--- src/include/issue_defs.svh ---
/*
 * issue stage widths and lane count
 */

`ifndef ISSUE_DEFS_SVH
`define ISSUE_DEFS_SVH

// one lane per issue slot
`define ISSUE_LANES      2

// instruction address and raw word
`define INST_ADDR_WIDTH  32
`define INST_DATA_WIDTH  32

// integer register index
`define REG_ADDR_WIDTH   5

// csr addresses travel as a full word
`define CSR_ADDR_WIDTH   32

// decoded immediate
`define IMM_WIDTH        32

// decode info bus from the decoder
`define DECINFO_WIDTH    48

// commit fifo tag
`define COMMIT_ID_WIDTH  4

`endif
--- src/rtl/issue_pkg.sv ---
/*
 * field types shared by the issue lanes, the stage and the testbench
 */

`include "issue_defs.svh"

package issue_pkg;

    // program counter of the instruction
    typedef logic [`INST_ADDR_WIDTH-1:0] inst_addr_t;

    // raw instruction as fetched
    typedef logic [`INST_DATA_WIDTH-1:0] inst_word_t;

    // source and destination register index
    typedef logic [`REG_ADDR_WIDTH-1:0] reg_addr_t;

    // csr read and write address
    typedef logic [`CSR_ADDR_WIDTH-1:0] csr_addr_t;

    // sign-extended immediate from decode
    typedef logic [`IMM_WIDTH-1:0] imm_t;

    // decode info bus
    // layout is owned by decode and execute, this stage only carries it
    typedef logic [`DECINFO_WIDTH-1:0] dec_info_t;

    // tag into the commit fifo
    typedef logic [`COMMIT_ID_WIDTH-1:0] commit_id_t;

endpackage

--- src/rtl/issue_stage.sv ---
/*
 * dual-issue register stage: one issue_lane per slot and
 * the commit-id report for a taken jump
 */

`timescale 1ns/10ps

`include "issue_defs.svh"

module issue_stage (
    input  logic                          clk,
    input  logic                          rst_n,

    // pipeline controller and hazard unit
    input  logic                          flush_i,
    input  logic                          stall_i,
    input  logic                          jump_i,
    input  logic [`ISSUE_LANES-1:0]       issue_i,

    // decoded fields, entry k belongs to lane k
    input  issue_pkg::inst_addr_t         addr_i        [`ISSUE_LANES],
    input  issue_pkg::inst_word_t         inst_i        [`ISSUE_LANES],
    input  logic                          reg_we_i      [`ISSUE_LANES],
    input  issue_pkg::reg_addr_t          reg_waddr_i   [`ISSUE_LANES],
    input  issue_pkg::reg_addr_t          reg1_raddr_i  [`ISSUE_LANES],
    input  issue_pkg::reg_addr_t          reg2_raddr_i  [`ISSUE_LANES],
    input  logic                          csr_we_i      [`ISSUE_LANES],
    input  issue_pkg::csr_addr_t          csr_waddr_i   [`ISSUE_LANES],
    input  issue_pkg::csr_addr_t          csr_raddr_i   [`ISSUE_LANES],
    input  issue_pkg::imm_t               imm_i         [`ISSUE_LANES],
    input  issue_pkg::dec_info_t          dec_info_i    [`ISSUE_LANES],
    input  logic                          pred_branch_i [`ISSUE_LANES],
    input  logic                          illegal_i     [`ISSUE_LANES],
    input  issue_pkg::commit_id_t         commit_id_i   [`ISSUE_LANES],

    // registered fields towards execute
    output issue_pkg::inst_addr_t         addr_o        [`ISSUE_LANES],
    output issue_pkg::inst_word_t         inst_o        [`ISSUE_LANES],
    output logic                          reg_we_o      [`ISSUE_LANES],
    output issue_pkg::reg_addr_t          reg_waddr_o   [`ISSUE_LANES],
    output issue_pkg::reg_addr_t          reg1_raddr_o  [`ISSUE_LANES],
    output issue_pkg::reg_addr_t          reg2_raddr_o  [`ISSUE_LANES],
    output logic                          csr_we_o      [`ISSUE_LANES],
    output issue_pkg::csr_addr_t          csr_waddr_o   [`ISSUE_LANES],
    output issue_pkg::csr_addr_t          csr_raddr_o   [`ISSUE_LANES],
    output issue_pkg::imm_t               imm_o         [`ISSUE_LANES],
    output issue_pkg::dec_info_t          dec_info_o    [`ISSUE_LANES],
    output logic                          pred_branch_o [`ISSUE_LANES],
    output logic                          illegal_o     [`ISSUE_LANES],
    output issue_pkg::commit_id_t         commit_id_o   [`ISSUE_LANES],
    output logic                          valid_o       [`ISSUE_LANES],
    output logic                          already_issued_o [`ISSUE_LANES],

    // commit fifo retire request on a taken jump
    output logic [`ISSUE_LANES-1:0]       jump_valid_o,
    output issue_pkg::commit_id_t         jump_commit_id_o [`ISSUE_LANES]
);

    // every lane reports on a jump
    assign jump_valid_o = {`ISSUE_LANES{jump_i}};

    for (genvar k = 0; k < `ISSUE_LANES; k++) begin : g_lane

        issue_lane u_lane (
            .clk              (clk),
            .rst_n            (rst_n),
            .flush_i          (flush_i),
            .stall_i          (stall_i),
            .issue_i          (issue_i[k]),
            .addr_i           (addr_i[k]),
            .inst_i           (inst_i[k]),
            .reg_we_i         (reg_we_i[k]),
            .reg_waddr_i      (reg_waddr_i[k]),
            .reg1_raddr_i     (reg1_raddr_i[k]),
            .reg2_raddr_i     (reg2_raddr_i[k]),
            .csr_we_i         (csr_we_i[k]),
            .csr_waddr_i      (csr_waddr_i[k]),
            .csr_raddr_i      (csr_raddr_i[k]),
            .imm_i            (imm_i[k]),
            .dec_info_i       (dec_info_i[k]),
            .pred_branch_i    (pred_branch_i[k]),
            .illegal_i        (illegal_i[k]),
            .commit_id_i      (commit_id_i[k]),
            .addr_o           (addr_o[k]),
            .inst_o           (inst_o[k]),
            .reg_we_o         (reg_we_o[k]),
            .reg_waddr_o      (reg_waddr_o[k]),
            .reg1_raddr_o     (reg1_raddr_o[k]),
            .reg2_raddr_o     (reg2_raddr_o[k]),
            .csr_we_o         (csr_we_o[k]),
            .csr_waddr_o      (csr_waddr_o[k]),
            .csr_raddr_o      (csr_raddr_o[k]),
            .imm_o            (imm_o[k]),
            .dec_info_o       (dec_info_o[k]),
            .pred_branch_o    (pred_branch_o[k]),
            .illegal_o        (illegal_o[k]),
            .commit_id_o      (commit_id_o[k]),
            .valid_o          (valid_o[k]),
            .already_issued_o (already_issued_o[k])
        );

        // registered tag of the instruction now in execute
        // zero when no jump so the fifo sees nothing
        assign jump_commit_id_o[k] = jump_i ? commit_id_o[k] : '0;

    end

endmodule

--- src/rtl/issue_lane.sv ---
/*
 * single issue lane: duplicate-issue history, squash logic,
 * registered decode fields and lane assertions
 */

`timescale 1ns/10ps

module issue_lane (
    input  logic                   clk,
    input  logic                   rst_n,

    // pipeline control
    input  logic                   flush_i,
    input  logic                   stall_i,
    input  logic                   issue_i,

    // decoded fields from decode
    input  issue_pkg::inst_addr_t  addr_i,
    input  issue_pkg::inst_word_t  inst_i,
    input  logic                   reg_we_i,
    input  issue_pkg::reg_addr_t   reg_waddr_i,
    input  issue_pkg::reg_addr_t   reg1_raddr_i,
    input  issue_pkg::reg_addr_t   reg2_raddr_i,
    input  logic                   csr_we_i,
    input  issue_pkg::csr_addr_t   csr_waddr_i,
    input  issue_pkg::csr_addr_t   csr_raddr_i,
    input  issue_pkg::imm_t        imm_i,
    input  issue_pkg::dec_info_t   dec_info_i,
    input  logic                   pred_branch_i,
    input  logic                   illegal_i,
    input  issue_pkg::commit_id_t  commit_id_i,

    // registered fields towards execute
    output issue_pkg::inst_addr_t  addr_o,
    output issue_pkg::inst_word_t  inst_o,
    output logic                   reg_we_o,
    output issue_pkg::reg_addr_t   reg_waddr_o,
    output issue_pkg::reg_addr_t   reg1_raddr_o,
    output issue_pkg::reg_addr_t   reg2_raddr_o,
    output logic                   csr_we_o,
    output issue_pkg::csr_addr_t   csr_waddr_o,
    output issue_pkg::csr_addr_t   csr_raddr_o,
    output issue_pkg::imm_t        imm_o,
    output issue_pkg::dec_info_t   dec_info_o,
    output logic                   pred_branch_o,
    output logic                   illegal_o,
    output issue_pkg::commit_id_t  commit_id_o,
    output logic                   valid_o,

    // same instruction seen again after it was issued
    output logic                   already_issued_o
);

    // history of the previous cycle
    issue_pkg::inst_addr_t prev_addr;
    logic                  prev_issued;

    logic same_as_prev;
    logic squash;

    // address zero never counts as a repeat
    assign same_as_prev = (addr_i != '0) && (addr_i == prev_addr);

    assign already_issued_o = same_as_prev && prev_issued;

    // drop the lane on flush, no issue, or a repeat of an issued instruction
    assign squash = flush_i || !issue_i || already_issued_o;

    // flush wins over stall for the history
    always_ff @(posedge clk or negedge rst_n) begin
        if (!rst_n) begin
            prev_addr   <= '0;
            prev_issued <= 1'b0;
        end else if (flush_i) begin
            prev_addr   <= '0;
            prev_issued <= 1'b0;
        end else if (!stall_i) begin
            prev_addr   <= addr_i;
            // raw request, kept even when the lane was squashed
            prev_issued <= issue_i;
        end
    end

    // output registers, load zero when squashed, hold while stalled
    always_ff @(posedge clk or negedge rst_n) begin
        if (!rst_n) begin
            addr_o        <= '0;
            inst_o        <= '0;
            reg_we_o      <= 1'b0;
            reg_waddr_o   <= '0;
            reg1_raddr_o  <= '0;
            reg2_raddr_o  <= '0;
            csr_we_o      <= 1'b0;
            csr_waddr_o   <= '0;
            csr_raddr_o   <= '0;
            imm_o         <= '0;
            dec_info_o    <= '0;
            pred_branch_o <= 1'b0;
            illegal_o     <= 1'b0;
            commit_id_o   <= '0;
            valid_o       <= 1'b0;
        end else if (!stall_i) begin
            if (squash) begin
                addr_o        <= '0;
                inst_o        <= '0;
                reg_we_o      <= 1'b0;
                reg_waddr_o   <= '0;
                reg1_raddr_o  <= '0;
                reg2_raddr_o  <= '0;
                csr_we_o      <= 1'b0;
                csr_waddr_o   <= '0;
                csr_raddr_o   <= '0;
                imm_o         <= '0;
                dec_info_o    <= '0;
                pred_branch_o <= 1'b0;
                illegal_o     <= 1'b0;
                commit_id_o   <= '0;
                valid_o       <= 1'b0;
            end else begin
                addr_o        <= addr_i;
                inst_o        <= inst_i;
                reg_we_o      <= reg_we_i;
                reg_waddr_o   <= reg_waddr_i;
                reg1_raddr_o  <= reg1_raddr_i;
                reg2_raddr_o  <= reg2_raddr_i;
                csr_we_o      <= csr_we_i;
                csr_waddr_o   <= csr_waddr_i;
                csr_raddr_o   <= csr_raddr_i;
                imm_o         <= imm_i;
                dec_info_o    <= dec_info_i;
                pred_branch_o <= pred_branch_i;
                illegal_o     <= illegal_i;
                commit_id_o   <= commit_id_i;
                // squash already covers a low issue bit
                valid_o       <= issue_i;
            end
        end
    end

    // dispatch stall freezes what execute sees
    a_stall_hold: assert property (
        @(posedge clk) disable iff (!rst_n)
        stall_i |=> ($stable(valid_o) && $stable(addr_o))
    ) else $error("issue_lane: outputs moved during stall");

    // a flush that is not stalled kills the next slot
    a_flush_kill: assert property (
        @(posedge clk) disable iff (!rst_n)
        (flush_i && !stall_i) |=> !valid_o
    ) else $error("issue_lane: valid after flush");

    // a repeat of an issued instruction never reaches execute
    a_no_double_issue: assert property (
        @(posedge clk) disable iff (!rst_n)
        (already_issued_o && !stall_i) |=> !valid_o
    ) else $error("issue_lane: instruction issued twice");

endmodule

--- config.mk ---
export PLATFORM = sky130hd
export DESIGN_NAME = issue_stage
export DESIGN_NICKNAME = d
export VERILOG_FILES = /design/src/rtl/issue_pkg.sv /design/src/rtl/issue_stage.sv /design/src/rtl/issue_lane.sv
export VERILOG_INCLUDE_DIRS = /design/src /design/src/include
export SDC_FILE = /design/constraint.sdc
export NUM_CORES = 1
export LEC_CHECK = 0
export BUFFER_PORTS_ARGS = -buffer_cell sky130_fd_sc_hd__buf_2
export CAP_MARGIN = 25
export CORE_AREA = 2 2 366 368
export CTS_BUF_LIST = sky130_fd_sc_hd__clkbuf_16
export DETAILED_ROUTE_END_ITERATION = 16
export DIE_AREA = 0 0 368 370
export PLACE_DENSITY = 0.33
export RECOVER_POWER = 50
export SKIP_CTS_REPAIR_TIMING = 1
export SLEW_MARGIN = 15
export SYNTH_ARGS = -nofsm -noshare
export SYNTH_HDL_FRONTEND = slang
export SYNTH_HIERARCHICAL = 1
export SYNTH_SLANG_ARGS = --single-unit
export TNS_END_PERCENT = 100
--- constraint.sdc ---
create_clock -name clk -period 2.54 [get_ports clk]
set_input_delay 0.127 -clock clk [delete_from_list [all_inputs] [get_ports clk]]
set_output_delay 0.127 -clock clk [all_outputs]
set_load 0.05 [all_outputs]
==> flow_summary.json <==
{
  "slew_violations": 178,
  "crit_type": "primary input to flip-flop",
  "clock_power_share": 0.419,
  "num_vias": 21681,
  "violations": "capacitance limit, slew limit",
  "p_sw_frac": 0.315,
  "fmax_mhz": 396,
  "ys_warn_count": 6,
  "crit_chain": "dlygate4sd3_1 -> clkbuf_2 -> clkbuf_2 -> buf_4 -> mux2i_1 -> nor2_1",
  "seq_area_frac_synth": 0.613,
  "portBuffers": 944,
  "path_buf_inv": 4,
  "yosys-top-cells-area": "dfrtp_1 (61%), nand2_1 (16%), o21ai_0 (10%)",
  "fin_cells": 5570,
  "holdWs_ns": 0.0394,
  "yosysMostFrequentCell": "nand2_1",
  "grt_pass1_vias": 20407,
  "htree_levels": 3,
  "syn_nets": 2811,
  "start_util": 0.163,
  "cpMostUsedCell": "clkbuf_2",
  "dp_hpwl_mm": 73.2,
  "die_area_mm2": 0.136,
  "worstSetupEndpointType": "flip-flop",
  "power_switching_mw": 7.29,
  "drt-total-wl_mm": 104,
  "gr-usage-all-layers": 0.142,
  "core_mm2": 0.132,
  "clock_skew_ns": 0.0263,
  "max_stage_delay_ns": 1.13,
  "synthDistinctLibCells": 23,
  "ant_nets": 0,
  "relSlewSlack": -0.363,
  "setup_viol": 0,
  "fin_crit_sh": 0.994,
  "startpoint_type": "primary input",
  "syn_to_final_growth_pct": 64.9,
  "p_leak_nw": 16.9,
  "peakVddDrop_uv": 393,
  "clk_pin_slew_ns": 0.06,
  "grt-ovfl-total": 0,
  "wl_per_cell_um": 18.7,
  "syn_area_mm2": 0.0216,
  "p_seq_frac": 0.397,
  "maxCapViolCount": 2,
  "cts.sinks": 530,
  "tritoncts": "built",
  "rsz0062_at_grt": "yes",
  "fin_area_mm2": 0.0357,
  "grt_first_pass_wirelength_mm": 145,
  "cp_slowest_cell": "clkbuf_2",
  "first_pass_iters": 5,
  "synth_flop_cell": "dfrtp_1",
  "p_int_mw": 15.9,
  "gp_congestion": 0.814,
  "fp.dieH_um": 370,
  "die_x_um": 368,
  "ys_seq_elements": 530,
  "crit_fanout": 49,
  "p_per_area_mw_per_mm2": 649,
  "root_buffer": "clkbuf_16",
  "grt_start_max_net_pins": 172,
  "synth_top_cell_area_share": 0.613,
  "fin_crit_ns": 2.52,
  "vias_per_cell": 3.89,
  "drive_above_1_share": 0.255,
  "required_ns": 3.04,
  "p_comb_frac": 0.184,
  "synth-edff-count": 0,
  "crit_family": "buffers and inverters",
  "synthTopCellsByCount": "nand2_1 (926), dfrtp_1 (530), o21ai_0 (430)",
  "status": "finished with violations",
  "clockBufferDepth": 3,
  "arrival_ns": 3.02,
  "worstSkewPairLatency_ns": 0.64,
  "cts_made_buffers": 72,
  "async_flop_share": 1.00,
  "placed_cells": 4956,
  "syn_avg_cell_area_um2": 9.23,
  "drt-initial-drc-count": 1210,
  "worstMarginPinSlew_ns": 2.05,
  "antenna_found_initial": 11,
  "synth_top_area_cell": "dfrtp_1",
  "holdCritPathClass": "primary input to flip-flop",
  "nets": 4215,
  "placedInstanceArea_mm2": 0.0288,
  "finalHoldViolations": 0,
  "drc": 0,
  "io_pins": 945,
  "rows": 134,
  "syn_inst": 2342
}
## worst reg2reg max path, cell delays in order, from the launching register on
cell	delay, ns
dfrtp_1	0.38
xor2_1	0.18
nor4_2	0.37
nand3_2	0.17
nor3_4	0.36
buf_12	0.16
buf_4	0.14
buf_4	0.12
buf_4	0.11
buf_4	0.18
o21ai_0	0.11
## registers in the layout, indices dropped and copies added, names as in the netlist
| register | flops |
|---|---|
| g_lane.u_lane/reg_waddr_o | 10 |
| g_lane.u_lane/illegal_o | 2 |
| g_lane.u_lane/pred_branch_o | 2 |
| g_lane.u_lane/csr_waddr_o | 64 |
| g_lane.u_lane/reg2_raddr_o | 10 |
| g_lane.u_lane/commit_id_o | 8 |
| g_lane.u_lane/inst_o | 64 |
| g_lane.u_lane/reg1_raddr_o | 10 |
| g_lane.u_lane/valid_o | 2 |
| g_lane.u_lane/dec_info_o | 96 |
| g_lane.u_lane/csr_raddr_o | 64 |
| g_lane.u_lane/prev_issued | 2 |
| g_lane.u_lane/csr_we_o | 2 |
| g_lane.u_lane/imm_o | 64 |
| g_lane.u_lane/addr_o | 64 |
| g_lane.u_lane/prev_addr | 64 |
| g_lane.u_lane/reg_we_o | 2 |
## worst paths after layout
check                                           startpoint                          endpoint  slack (ns)  cells past startpoint
setup reg to reg             g_lane[1].u_lane/prev_addr[1]        g_lane[1].u_lane/addr_o[7]        0.12                     10
min in group asynchronous                            rst_n  g_lane[1].u_lane/csr_waddr_o[20]        0.60                      2
hold / removal                                     flush_i          g_lane[1].u_lane/valid_o        0.04                      3
setup / recovery                                   stall_i    g_lane[0].u_lane/prev_addr[31]        0.02                      6
max in group asynchronous                            rst_n         g_lane[0].u_lane/imm_o[7]        0.27                      3
hold reg to reg            g_lane[0].u_lane/dec_info_o[33]   g_lane[0].u_lane/dec_info_o[33]        0.47                      2
## stage by stage
step / util / power, mW / setup slack (ns) / TNS [ns]
3_3_place_gp: 0.218 / 13.1 / 0.207 / 0
3_5_place_dp: 0.218 / 13.1 / 0.240 / 0
2_1_floorplan: - / 11.5 / 0.638 / 0
6_report: 0.269 / 23.1 / 0.0152 / 0
5_1_grt: 0.269 / 24.2 / -0.148 / -1.51
4_1_cts: 0.234 / 23.0 / -0.478 / -0.876
## area by class of cell
type | instances | area (µm²)
clock buffer | 73 | 1830
antenna | 6 | 15.0
sequential | 530 | 13300
clock inverter | 51 | 377
fill | 14668 | 96800
multi-input combinational | 1642 | 7720
tap | 1768 | 2210
timing repair buffer | 1500 | 10200
## layer usage
| layer | routed length (µm) | vias to the layer above | track usage |
|---|---|---|---|
| met1 | 45000 | 10472 | 0.177 |
| met5 | 34 | - | 0 |
| li1 | - | 10417 | - |
| met4 | 2520 | 6 | 0.0443 |
| met2 | 50800 | 651 | 0.233 |
| met3 | 5940 | 135 | 0.0457 |
## cell usage in the layout (no fill, tap or decap), drive strengths merged, types with 4 or more instances in the layout
cell type	n
and2	8
buf	839
bufinv	4
clkbuf	267
clkinv	24
dfrtp	530
diode	6
dlygate4sd3	467
inv	21
mux2i	66
nand2	926
nand4	6
nor2	68
nor3	4
nor4	30
o21ai	462
xor2	62
## cell families (layout without fill, tap and decap cells)
group           Yosys count  count (layout)  synth area share
simple gates           1046            1046             0.188
flops                   530             530             0.613
compound gates          466             466             0.108
buf+inv                 170            1624            0.0336
mux                      66              66            0.0305
xor+xnor                 64              64            0.0259
other cells               0               6                 0
## power groups by stage
stage | Combinational (mW) | Clock [mW] | Sequential (mW)
floorplan | 0.703 | 0 | 10.8
global placement | 3.77 | 0 | 9.32
detailed placement | 3.76 | 0 | 9.33
CTS | 3.77 | 10.1 | 9.19
global route | 4.54 | 10.4 | 9.25
finish | 4.25 | 9.70 | 9.19
(Power assumes the default switching activity.)
